`src/design/decode_pkg.sv`:
```
package decode_pkg;

  typedef logic [31:0] word_t;
  typedef logic [4:0]  reg_idx_t;

  typedef enum logic [3:0] {
    ADD, SUB, SLL, SLT, SLTU, XOR, SRL, SRA, OR, AND
  } alu_op_t;

  typedef enum logic {RS1, PC} src_a_sel_t;
  typedef enum logic [1:0] {RS2, IMM_I, SHAMT, IMM_U} src_b_sel_t;
  typedef enum logic [1:0] {ALU, PC4, NONE} w_src_t;

  // Major opcodes
  localparam logic [6:0] OPC_OP_IMM   = 7'b0010011;
  localparam logic [6:0] OPC_OP       = 7'b0110011;
  localparam logic [6:0] OPC_LUI      = 7'b0110111;
  localparam logic [6:0] OPC_AUIPC    = 7'b0010111;
  localparam logic [6:0] OPC_JAL      = 7'b1101111;
  localparam logic [6:0] OPC_JALR     = 7'b1100111;
  localparam logic [6:0] OPC_MISC_MEM = 7'b0001111;

  // funct3 codes shared by OP and OP-IMM
  localparam logic [2:0] F3_ADD  = 3'b000;
  localparam logic [2:0] F3_SLL  = 3'b001;
  localparam logic [2:0] F3_SLT  = 3'b010;
  localparam logic [2:0] F3_SLTU = 3'b011;
  localparam logic [2:0] F3_XOR  = 3'b100;
  localparam logic [2:0] F3_SR   = 3'b101;
  localparam logic [2:0] F3_OR   = 3'b110;
  localparam logic [2:0] F3_AND  = 3'b111;
  localparam logic [2:0] F3_FENCE_I = 3'b001;

  localparam logic [6:0] F7_BASE = 7'b0000000;
  localparam logic [6:0] F7_ALT  = 7'b0100000;

  typedef struct packed {
    reg_idx_t   rs1;
    reg_idx_t   rs2;
    reg_idx_t   rd;
    alu_op_t    alu_op;
    src_a_sel_t src_a_sel;
    src_b_sel_t src_b_sel;
    w_src_t     w_src;
    logic [11:0] imm_I;
    word_t      imm_U;
    logic [20:0] imm_UJ;
    logic [4:0] shamt;
    logic       j_sel;
    logic       jump;
    logic       fence;
    logic       illegal;
  } ctrl_t;

  typedef struct packed {
    alu_op_t alu_op;
    word_t   port_a;
    word_t   port_b;
  } arith_t;

  typedef struct packed {
    reg_idx_t rd;
    w_src_t   w_src;
    word_t    pc4;
  } wb_t;

  typedef struct packed {
    logic  jump;
    logic  jalr;
    word_t j_base;
    word_t j_offset;
  } jump_t;

  typedef struct packed {
    logic illegal;
    logic fence;
  } exc_t;

endpackage

```
`src/design/decode_exec_if.sv`:
```
`timescale 1ns/1ns

// One decoded instruction on its way from decode to execute
interface decode_exec_if;

  logic               valid;
  decode_pkg::arith_t arith;
  decode_pkg::wb_t    wb;
  decode_pkg::jump_t  jump;
  decode_pkg::exc_t   exc;

  modport decode (
    output valid, arith, wb, jump, exc
  );

  modport buffer_in (
    input valid, arith, wb, jump, exc
  );

  modport execute (
    input valid, arith, wb, jump, exc
  );

endinterface

```
`src/design/control_unit.sv`:
```
`timescale 1ns/1ns

module control_unit (
  input  decode_pkg::word_t instr,
  output decode_pkg::ctrl_t ctrl
);

  logic [6:0] opcode;
  logic [2:0] funct3;
  logic [6:0] funct7;

  assign opcode = instr[6:0];
  assign funct3 = instr[14:12];
  assign funct7 = instr[31:25];

  // funct3 to ALU op, alt selects SUB/SRA
  function automatic decode_pkg::alu_op_t f3_to_op(input logic [2:0] f3, input logic alt);
    case (f3)
      decode_pkg::F3_ADD:  return alt ? decode_pkg::SUB : decode_pkg::ADD;
      decode_pkg::F3_SLL:  return decode_pkg::SLL;
      decode_pkg::F3_SLT:  return decode_pkg::SLT;
      decode_pkg::F3_SLTU: return decode_pkg::SLTU;
      decode_pkg::F3_XOR:  return decode_pkg::XOR;
      decode_pkg::F3_SR:   return alt ? decode_pkg::SRA : decode_pkg::SRL;
      decode_pkg::F3_OR:   return decode_pkg::OR;
      default:             return decode_pkg::AND;
    endcase
  endfunction

  always_comb begin
    // Raw fields, always sliced the same way
    ctrl.rs1       = instr[19:15];
    ctrl.rs2       = instr[24:20];
    ctrl.rd        = instr[11:7];
    ctrl.imm_I     = instr[31:20];
    ctrl.imm_U     = {instr[31:12], 12'b0};
    ctrl.imm_UJ    = {instr[31], instr[19:12], instr[20], instr[30:21], 1'b0};
    ctrl.shamt     = instr[24:20];
    ctrl.alu_op    = decode_pkg::ADD;
    ctrl.src_a_sel = decode_pkg::RS1;
    ctrl.src_b_sel = decode_pkg::RS2;
    ctrl.w_src     = decode_pkg::NONE;
    ctrl.j_sel     = 1'b0;
    ctrl.jump      = 1'b0;
    ctrl.fence     = 1'b0;
    ctrl.illegal   = 1'b0;

    case (opcode)
      decode_pkg::OPC_OP_IMM: begin
        ctrl.w_src = decode_pkg::ALU;
        if (funct3 == decode_pkg::F3_SLL || funct3 == decode_pkg::F3_SR) begin
          ctrl.src_b_sel = decode_pkg::SHAMT;
          ctrl.alu_op    = f3_to_op(funct3, funct7[5]);
          // Only SRAI may set the alternate funct7
          ctrl.illegal = !(funct7 == decode_pkg::F7_BASE ||
                           (funct7 == decode_pkg::F7_ALT && funct3 == decode_pkg::F3_SR));
        end else begin
          ctrl.src_b_sel = decode_pkg::IMM_I;
          ctrl.alu_op    = f3_to_op(funct3, 1'b0);
        end
      end
      decode_pkg::OPC_OP: begin
        ctrl.w_src  = decode_pkg::ALU;
        ctrl.alu_op = f3_to_op(funct3, funct7[5]);
        ctrl.illegal = !(funct7 == decode_pkg::F7_BASE ||
                         (funct7 == decode_pkg::F7_ALT &&
                          (funct3 == decode_pkg::F3_ADD || funct3 == decode_pkg::F3_SR)));
      end
      decode_pkg::OPC_LUI: begin
        // x0 as operand a gives zero plus the U immediate
        ctrl.rs1       = '0;
        ctrl.src_b_sel = decode_pkg::IMM_U;
        ctrl.w_src     = decode_pkg::ALU;
      end
      decode_pkg::OPC_AUIPC: begin
        ctrl.src_a_sel = decode_pkg::PC;
        ctrl.src_b_sel = decode_pkg::IMM_U;
        ctrl.w_src     = decode_pkg::ALU;
      end
      decode_pkg::OPC_JAL: begin
        ctrl.w_src = decode_pkg::PC4;
        ctrl.jump  = 1'b1;
        ctrl.j_sel = 1'b1;
      end
      decode_pkg::OPC_JALR: begin
        ctrl.w_src   = decode_pkg::PC4;
        ctrl.jump    = 1'b1;
        ctrl.illegal = (funct3 != 3'b000);
      end
      decode_pkg::OPC_MISC_MEM: begin
        // Plain FENCE is not supported
        ctrl.fence   = (funct3 == decode_pkg::F3_FENCE_I);
        ctrl.illegal = (funct3 != decode_pkg::F3_FENCE_I);
      end
      default: ctrl.illegal = 1'b1;
    endcase
  end

endmodule

```
`src/design/decode_stage.sv`:
```
`timescale 1ns/1ns

module decode_stage (
  input  logic                 instr_valid,
  input  decode_pkg::word_t    instr,
  input  decode_pkg::word_t    pc,
  output decode_pkg::reg_idx_t rs1_idx,
  output decode_pkg::reg_idx_t rs2_idx,
  input  decode_pkg::word_t    rs1_data,
  input  decode_pkg::word_t    rs2_data,
  decode_exec_if.decode        out
);

  decode_pkg::ctrl_t ctrl;
  decode_pkg::word_t imm_I_ext;
  decode_pkg::word_t imm_UJ_ext;

  control_unit u_cu (
    .instr (instr),
    .ctrl  (ctrl)
  );

  assign rs1_idx = ctrl.rs1;
  assign rs2_idx = ctrl.rs2;

  assign imm_I_ext  = {{20{ctrl.imm_I[11]}}, ctrl.imm_I};
  assign imm_UJ_ext = {{11{ctrl.imm_UJ[20]}}, ctrl.imm_UJ};

  assign out.valid = instr_valid;

  always_comb begin
    out.arith.alu_op = ctrl.alu_op;

    // Operand select
    case (ctrl.src_a_sel)
      decode_pkg::PC: out.arith.port_a = pc;
      default:        out.arith.port_a = rs1_data;
    endcase
    case (ctrl.src_b_sel)
      decode_pkg::IMM_I: out.arith.port_b = imm_I_ext;
      decode_pkg::SHAMT: out.arith.port_b = {27'b0, ctrl.shamt};
      decode_pkg::IMM_U: out.arith.port_b = ctrl.imm_U;
      default:           out.arith.port_b = rs2_data;
    endcase

    out.wb.rd    = ctrl.rd;
    out.wb.w_src = ctrl.w_src;
    out.wb.pc4   = pc + 32'd4;

    // JAL is pc relative, JALR is rs1 relative
    out.jump.jump     = ctrl.jump;
    out.jump.jalr     = ctrl.jump && !ctrl.j_sel;
    out.jump.j_base   = ctrl.j_sel ? pc : rs1_data;
    out.jump.j_offset = ctrl.j_sel ? imm_UJ_ext : imm_I_ext;

    out.exc.illegal = ctrl.illegal;
    out.exc.fence   = ctrl.fence;
  end

endmodule

```
`src/design/decode_top.sv`:
```
`timescale 1ns/1ns

module decode_top (
  input  logic                 CLK,
  input  logic                 nRST,
  input  logic                 instr_valid,
  input  decode_pkg::word_t    instr,
  input  decode_pkg::word_t    pc,
  input  logic                 stall,
  input  logic                 flush,
  output logic                 wb_valid,
  output decode_pkg::reg_idx_t wb_rd,
  output decode_pkg::word_t    wb_data,
  output logic                 jump_valid,
  output decode_pkg::word_t    jump_target,
  output logic                 illegal,
  output logic                 fence_pulse
);

  decode_pkg::reg_idx_t rs1_idx;
  decode_pkg::reg_idx_t rs2_idx;
  decode_pkg::word_t    rs1_data;
  decode_pkg::word_t    rs2_data;
  logic                 we;
  decode_pkg::reg_idx_t waddr;
  decode_pkg::word_t    wdata;

  decode_exec_if d_if ();
  decode_exec_if x_if ();

  decode_stage u_decode (
    .instr_valid (instr_valid),
    .instr       (instr),
    .pc          (pc),
    .rs1_idx     (rs1_idx),
    .rs2_idx     (rs2_idx),
    .rs1_data    (rs1_data),
    .rs2_data    (rs2_data),
    .out         (d_if.decode)
  );

  id_ex_reg u_id_ex (
    .CLK   (CLK),
    .nRST  (nRST),
    .stall (stall),
    .flush (flush),
    .in    (d_if.buffer_in),
    .out   (x_if.decode)
  );

  execute_unit u_exec (
    .CLK         (CLK),
    .nRST        (nRST),
    .in          (x_if.execute),
    .we          (we),
    .waddr       (waddr),
    .wdata       (wdata),
    .wb_valid    (wb_valid),
    .wb_rd       (wb_rd),
    .wb_data     (wb_data),
    .jump_valid  (jump_valid),
    .jump_target (jump_target),
    .illegal     (illegal),
    .fence_pulse (fence_pulse)
  );

  reg_file u_rf (
    .CLK    (CLK),
    .nRST   (nRST),
    .raddr1 (rs1_idx),
    .raddr2 (rs2_idx),
    .rdata1 (rs1_data),
    .rdata2 (rs2_data),
    .we     (we),
    .waddr  (waddr),
    .wdata  (wdata)
  );

endmodule

```
`src/design/execute_unit.sv`:
```
`timescale 1ns/1ns

module execute_unit (
  input  logic                 CLK,
  input  logic                 nRST,
  decode_exec_if.execute       in,
  output logic                 we,
  output decode_pkg::reg_idx_t waddr,
  output decode_pkg::word_t    wdata,
  output logic                 wb_valid,
  output decode_pkg::reg_idx_t wb_rd,
  output decode_pkg::word_t    wb_data,
  output logic                 jump_valid,
  output decode_pkg::word_t    jump_target,
  output logic                 illegal,
  output logic                 fence_pulse
);

  decode_pkg::word_t a;
  decode_pkg::word_t b;
  decode_pkg::word_t alu_out;
  decode_pkg::word_t target;
  logic              legal;
  logic              jump_now;
  logic              fence_now;
  logic              fence_prev;

  assign a = in.arith.port_a;
  assign b = in.arith.port_b;

  always_comb begin
    case (in.arith.alu_op)
      decode_pkg::SUB:  alu_out = a - b;
      decode_pkg::SLL:  alu_out = a << b[4:0];
      decode_pkg::SLT:  alu_out = {31'b0, $signed(a) < $signed(b)};
      decode_pkg::SLTU: alu_out = {31'b0, a < b};
      decode_pkg::XOR:  alu_out = a ^ b;
      decode_pkg::SRL:  alu_out = a >> b[4:0];
      decode_pkg::SRA:  alu_out = $signed(a) >>> b[4:0];
      decode_pkg::OR:   alu_out = a | b;
      decode_pkg::AND:  alu_out = a & b;
      default:          alu_out = a + b;
    endcase
  end

  assign legal = in.valid && !in.exc.illegal;

  // Write port of the register file, x0 writes dropped here
  assign we    = legal && in.wb.w_src != decode_pkg::NONE && in.wb.rd != '0;
  assign waddr = in.wb.rd;
  assign wdata = (in.wb.w_src == decode_pkg::PC4) ? in.wb.pc4 : alu_out;

  assign target    = in.jump.j_base + in.jump.j_offset;
  assign jump_now  = legal && in.jump.jump;
  assign fence_now = legal && in.exc.fence;

  always_ff @(posedge CLK, negedge nRST) begin
    if (!nRST) begin
      wb_valid    <= 1'b0;
      wb_rd       <= '0;
      wb_data     <= '0;
      jump_valid  <= 1'b0;
      jump_target <= '0;
      illegal     <= 1'b0;
      fence_pulse <= 1'b0;
      fence_prev  <= 1'b0;
    end else begin
      wb_valid    <= we;
      wb_rd       <= we ? waddr : '0;
      wb_data     <= we ? wdata : '0;
      jump_valid  <= jump_now;
      jump_target <= jump_now ? {target[31:1], target[0] & !in.jump.jalr} : '0;
      illegal     <= in.valid && in.exc.illegal;
      // Only the first fence of a run flushes, a bubble re-arms
      fence_pulse <= fence_now && !fence_prev;
      fence_prev  <= fence_now;
    end
  end

endmodule

```
`src/design/id_ex_reg.sv`:
```
`timescale 1ns/1ns

module id_ex_reg (
  input  logic          CLK,
  input  logic          nRST,
  input  logic          stall,
  input  logic          flush,
  decode_exec_if.buffer_in in,
  decode_exec_if.decode    out
);

  always_ff @(posedge CLK, negedge nRST) begin
    if (!nRST) begin
      out.valid <= 1'b0;
      out.arith <= '0;
      out.wb    <= '0;
      out.jump  <= '0;
      out.exc   <= '0;
    end else if (stall || flush) begin
      // Bubble, the presented instruction is not taken
      out.valid <= 1'b0;
      out.arith <= '0;
      out.wb    <= '0;
      out.jump  <= '0;
      out.exc   <= '0;
    end else begin
      out.valid <= in.valid;
      out.arith <= in.arith;
      out.wb    <= in.wb;
      out.jump  <= in.jump;
      out.exc   <= in.exc;
    end
  end

endmodule

```
`src/design/reg_file.sv`:
```
`timescale 1ns/1ns

module reg_file (
  input  logic                 CLK,
  input  logic                 nRST,
  input  decode_pkg::reg_idx_t raddr1,
  input  decode_pkg::reg_idx_t raddr2,
  output decode_pkg::word_t    rdata1,
  output decode_pkg::word_t    rdata2,
  input  logic                 we,
  input  decode_pkg::reg_idx_t waddr,
  input  decode_pkg::word_t    wdata
);

  // x0 has no storage
  decode_pkg::word_t regs [1:31];

  always_ff @(posedge CLK, negedge nRST) begin
    if (!nRST) begin
      for (int i = 1; i < 32; i++) begin
        regs[i] <= '0;
      end
    end else if (we && waddr != '0) begin
      regs[waddr] <= wdata;
    end
  end

  // Same-cycle write is forwarded to the readers
  assign rdata1 = (raddr1 == '0) ? '0 :
                  (we && waddr == raddr1) ? wdata : regs[raddr1];
  assign rdata2 = (raddr2 == '0) ? '0 :
                  (we && waddr == raddr2) ? wdata : regs[raddr2];

endmodule

```
`config.mk`:
```
export PLATFORM = sky130hd
export DESIGN_NAME = decode_top
export DESIGN_NICKNAME = d
export VERILOG_FILES = /design/src/design/decode_pkg.sv /design/src/design/decode_exec_if.sv /design/src/design/control_unit.sv /design/src/design/decode_stage.sv /design/src/design/decode_top.sv /design/src/design/execute_unit.sv /design/src/design/id_ex_reg.sv /design/src/design/reg_file.sv
export SDC_FILE = /design/constraint.sdc
export NUM_CORES = 2
export LEC_CHECK = 0
export BUFFER_PORTS_ARGS = -buffer_cell sky130_fd_sc_hd__buf_2
export CAP_MARGIN = 30
export CORE_MARGIN = 5
export CORE_UTILIZATION = 64
export DETAILED_ROUTE_END_ITERATION = 12
export MAX_ROUTING_LAYER = met4
export PLACE_DENSITY_LB_ADDON = 0.25
export SYNTH_ARGS = -nofsm -noshare
export SYNTH_HDL_FRONTEND = slang
export SYNTH_HIERARCHICAL = 1
export SYNTH_SLANG_ARGS = --single-unit
```
`constraint.sdc`:
```
create_clock -name CLK -period 5 [get_ports CLK]
set_input_delay 1 -clock CLK [delete_from_list [all_inputs] [get_ports CLK]]
set_output_delay 1 -clock CLK [all_outputs]
set_load 0.01 [all_outputs]
```
## After elaboration in Yosys (flattened, before gate mapping)

Cells that the tools add are included.
Widths: inputs -> output; s select.

- Output and inout port bits: 73
- Logic and storage cells: 181
- Flip-flop bits (word level): 1,242
- Input bits: 69

- Muxes and demuxes: 43
- Reductions and logical operators: 35
- Shifts and indexed selects: 3
- $lt $le $gt $ge: 6
- Bitwise gates (word level): 7
- Eq/ne operators: 31
- $add $sub $neg: 4

Operators by type and width:

| operator | count |
|---|---|
| $bwmux 992 | 1 |
| $mux 32 | 14 |
| $bmux 32 s5 | 2 |
| $pmux 32 s9 | 1 |
| $demux 32 s5 | 1 |
| $pmux 32 s3 | 1 |
| $mux 68 | 1 |
| $mux 66 | 1 |
| $add 32x32->32 | 2 |
| $lt 32x32->1 | 2 |
| $pmux 4 s7 | 2 |
| $mux 39 | 1 |
| $add 32x3->32 const B | 1 |
| $and 32x32->32 | 1 |
| $or 32x32->32 | 1 |
| $shl 32x5->32 | 1 |
| $shr 32x5->32 | 1 |
| $sshr 32x5->32 | 1 |
| $sub 32x32->32 | 1 |
| $xor 32x32->32 | 1 |
| $eq 7x6->1 const B | 3 |
| $mux 20 | 1 |
| $ge 6x6->1 const B | 3 |
| $not 5->6 | 3 |
| other kinds (35) | 82 |

## Logic depth before layout (Yosys ltp)

- Depth after elaboration: 10
- Mapped depth: 24
- Gate-level depth less buffers: 19

## Modules after synthesis

The synthesis kept the hierarchy.

Modules (own cells, without submodules):

| module | cells an instance | times used | area each (um2) | sequential area each (um2) |
|---|---|---|---|---|
| reg_file | 3,640 | 1 | 53,726.5 | 24,823.8 |
| execute_unit | 1,687 | 1 | 13,082.5 | 1,851.8 |
| id_ex_reg | 392 | 1 | 6,839.1 | 4,404.2 |
| decode_stage | 305 | 1 | 2,232.1 | 0.0 |
| control_unit | 131 | 1 | 908.4 | 0.0 |

## Least setup slack after synthesis

OpenSTA, ideal clock, no wires.

- Kind: register -> register
- From: reg u_id_ex/out.arith[2] (netlist name)
- To: reg u_id_ex/out.arith[26] (netlist name)
- Required time: 4,876 ps
- Library setup time: 124 ps
- Path buffers: 7
- Clock period less this slack: 4,479 ps
- Arrival time: 4,355 ps
- Cell stages (with the launch flop): 25
- Setup slack: 521 ps
- Cells stage by stage: dfrtp_1 buf_4 buf_6 inv_1 buf_2 buf_2 buf_2 ha_1 buf_6 nor2b_2 o311ai_2 a211oi_2 o21ai_2 o21ai_2 a41oi_2 o221a_1 xor2_1 a2111oi_2 nor2_1 clkbuf_1 nand2_1 o41ai_1 a21oi_1 o21ai_0 nor3b_1

==> impl_metrics.ini <==
[sta]
period_needed_ns = 4.78
setup_violations = 0
drv_slew = 0
finalCritPeriodShare_pct = 95.7
setup_ws_ns = 0.216
fmax_mhz = 209
grt_setup_unrepaired = no
relSlewSlack_pct = 29.8
worst_slew_pin_slew_ns = 1.04
hold_viol_final = 0
fin_skew_ns = 0.0562
fin_setup_tns_ns = 0

[critical_path]
cp-end-kind = register
worstPathArrival_ns = 5.43
cp_data_required_time_ns = 5.65
crit_top_cell = buf_4
cp-start-kind = register
slowest_delay_ns = 0.39
crit_path_start = u_id_ex/out.arith[32]
cp_max_fo = 3
critPathKind = register to register
cp_num_buf_inv = 6
crit_path_cell_trace = inv_1, ha_1, inv_1, fa_1, nor2b_2, o311ai_2, buf_4, a211oi_2, buf_4, o21ai_2, o21ai_2, a41oi_2, o221a_1, xor2_1, a2111oi_2, nor2_2, buf_12, nand2_1, o41ai_1, a21oi_1, o21ai_0, buf_4, nor3b_1
cp_top_family = compound AO/OA/AOI/OAI gates
regToRegStartpoint = u_id_ex/out.arith[32]
crit_slowest_cell = fa_1

[power_and_ir_drop]
pwr-share-seq_pct = 43.8
total_power_mw = 23.4
switching_share_pct = 27.4
comb_power_share_pct = 12.3
peakVddDrop_uv = 430
p_clk_share_pct = 43.8
p_int_mw = 16.9
switchingPower_mw = 6.41
pwr_density_cell_nw_per_um2 = 273
p_leak_nw = 39.1

[clocking]
postCtsSetupRepairBufs = 0
cts-resized-gates = 0
hold_buffers = 0
clock_path_buffers = 3
cts.htree.levels = 4
clkLatencyLatePin_ns = 0.81
cts_sinks = 1242
root_buffer = clkbuf_16
cts-buffers-inserted = 134
cts_tree = done
path_clk_slew_ns = 0.06

[detailed_routing]
remaining_drc_errors = 0
wl_per_cell_um = 36.3
dr.pass1.iters = 8
via_per_inst = 7.38
final_antenna_net_count = 0
drtIter0Drc = 7549
routed_wl_um = 291000
dr_total_vias = 59300

[floorplan]
die_h_um = 356
die_x_um = 356
die_area_um2 = 127000
row_count = 127
core_um2 = 119000
pin_count = 142
start_util_pct = 64.3

[synth]
synth-async-reset-ratio_pct = 100
ys.flop_type = dfrtp_1
syn_area_per_cell_um2 = 12.5
synth-edff-count = 0
syn_area_um2 = 76800
yosysWarnings = 6
ys_ff_latch = 1242
seq_area_frac_synth_pct = 40.5
yosys.cell_types.count = 111
netlist_instances = 6155

[worst_hold_path]
hold_path_class = input port to asynchronous set/reset pin

[placed_design]
io_buffers = 141
placed_area_um2 = 81100
hpwlAfterDp_um = 194000
preCtsSetupSlack_ns = 0.133
place_congestion = 1.02
placed_cells = 7772

[global_routing]
antenna_found_initial = 13
grt_overflow = 0
grt_util_all_layers_pct = 47.2
grt_pass1_vias = 59700
grt_first_pass_wirelength_um = 421000
grt_max_degree = 138

[run]
cap_violations = 0

[final_layout]
fin_cells = 8034
area_growth_pct = 11.6
layout-drive-gt1-share_pct = 44.9
finalInstanceArea_um2 = 85700
layout.nets = 6502

[outcome]
status = finished, final reports clean
==> path summary, 6_finish.rpt <==
check,slack (ns),cells after the start,endpoint
max in group asynchronous,3.53,2,u_rf/regs[105]
min in group CLK,0.41,1,u_exec/fence_pulse
min,0.24,1,u_rf/regs[416]
max,0.22,23,u_id_ex/out.arith[26]
max reg2reg,0.22,23,u_id_ex/out.arith[26]
min reg2reg,0.41,1,u_exec/fence_pulse
==> power by group through the flow <==
| stage | Combinational, mW | Clock (mW) | Sequential, mW |
|---|---|---|---|
| 2_1_floorplan | 1.59 | 0 | 10.4 |
| 3_3_place_gp | 2.77 | 0 | 10.4 |
| 3_5_place_dp | 2.78 | 0 | 10.4 |
| 4_1_cts | 2.80 | 10.3 | 10.2 |
| 5_1_grt | 3.00 | 10.7 | 10.2 |
| 6_report | 2.88 | 10.2 | 10.2 |
==> registers in the layout, summed over array words and instances (netlist names) <==
name	count
u_id_ex/out.valid	1
u_exec/jump_target	32
u_exec/wb_rd	5
u_exec/fence_pulse	1
u_rf/regs	992
u_id_ex/out.arith	68
u_exec/illegal	1
u_exec/fence_prev	1
u_exec/wb_data	32
u_exec/jump_valid	1
u_exec/wb_valid	1
u_id_ex/out.exc	2
u_id_ex/out.wb	39
u_id_ex/out.jump	66
==> cells in the mapped netlist, types with 11 or more instances <==
library cell | instances | area [um2]
and4_1 | 11 | 96.3
o21ai_1 | 20 | 100
buf_2 | 145 | 726
and3_1 | 30 | 188
nor3b_2 | 141 | 1760
mux2_2 | 1217 | 13700
nand2_1 | 256 | 961
a21oi_1 | 181 | 906
and2_1 | 61 | 382
nor3b_1 | 43 | 323
o31a_1 | 17 | 149
inv_1 | 107 | 402
o21ai_0 | 166 | 831
mux2i_1 | 85 | 851
xnor2_1 | 79 | 692
dfrtp_1 | 1242 | 31100
nor2_1 | 281 | 1050
o221a_1 | 11 | 124
a211o_1 | 12 | 105
a31oi_1 | 17 | 106
nand3_1 | 42 | 210
nand2b_1 | 27 | 169
nand4_1 | 27 | 169
o221ai_1 | 23 | 201
a22oi_1 | 45 | 338
a211oi_1 | 70 | 526
o41ai_1 | 23 | 201
buf_1 | 70 | 263
xor2_1 | 29 | 254
ha_1 | 129 | 1610
clkbuf_1 | 260 | 976
a221oi_1 | 70 | 613
mux4_2 | 479 | 10800
o211ai_1 | 37 | 278
nor3_1 | 105 | 526
o21bai_1 | 19 | 143
a22o_1 | 26 | 228
o22ai_1 | 82 | 513
a21o_1 | 31 | 233
buf_6 | 66 | 743
nor2b_1 | 47 | 294
buf_4 | 138 | 1040
==> placed cells by master, fill, tap and decap left out, drive strengths merged, types with 33 or more instances in the layout <==
cell type  count
nand3         43
mux4         485
xnor2         79
nor2         281
o22ai         82
a221oi        72
and2          62
dfrtp       1242
o21ai        190
clkbuf       195
buf          677
mux2i         86
a21oi        183
ha           129
inv          116
a211oi        75
mux2        1218
a22oi         45
nor3         106
nand2        256
clkinv        33
nor3b        184
nor2b         49
o211ai        38
==> kinds of logic (layout without fill, tap and decap cells) <==
family,Yosys count,in the layout,synth area share (%)
mux,1789,1789,33.3
flops,1242,1242,40.5
simple gates,1120,1120,8.49
compound gates,970,970,8.87
buf+inv,793,1034,5.50
fa+ha+maj,132,132,2.18
xor+xnor,108,108,1.23
other cells,1,27,0.00488
==> per-stage QoR <==
stage               hold slack [ns]  utilization, %
global placement              0.389            67.8
CTS                           0.251            71.6
detailed placement            0.404            67.9
floorplan                     0.378               -
finish                        0.238            71.7
global route                  0.312            71.7
==> area by class of cell <==
| class | count | area, um2 |
|---|---|---|
| multi-input combinational | 4132 | 41900 |
| clock buffer | 192 | 3870 |
| antenna | 14 | 35.0 |
| sequential | 1242 | 31100 |
| timing repair buffer | 680 | 5670 |
| fill | 8092 | 33800 |
| tap | 1612 | 2020 |
| inverter | 111 | 417 |
| clock inverter | 51 | 652 |
==> metal layers <==
layer	vias to the layer above	track usage (%)	wire, um
met1	30300	57.6	103000
li1	23400	-	-
met5	-	-	0
met2	4286	67.0	127000
met3	1294	15.9	36900
met4	0	31.4	24800
No activity file was read; power rests on OpenSTA's default activity.
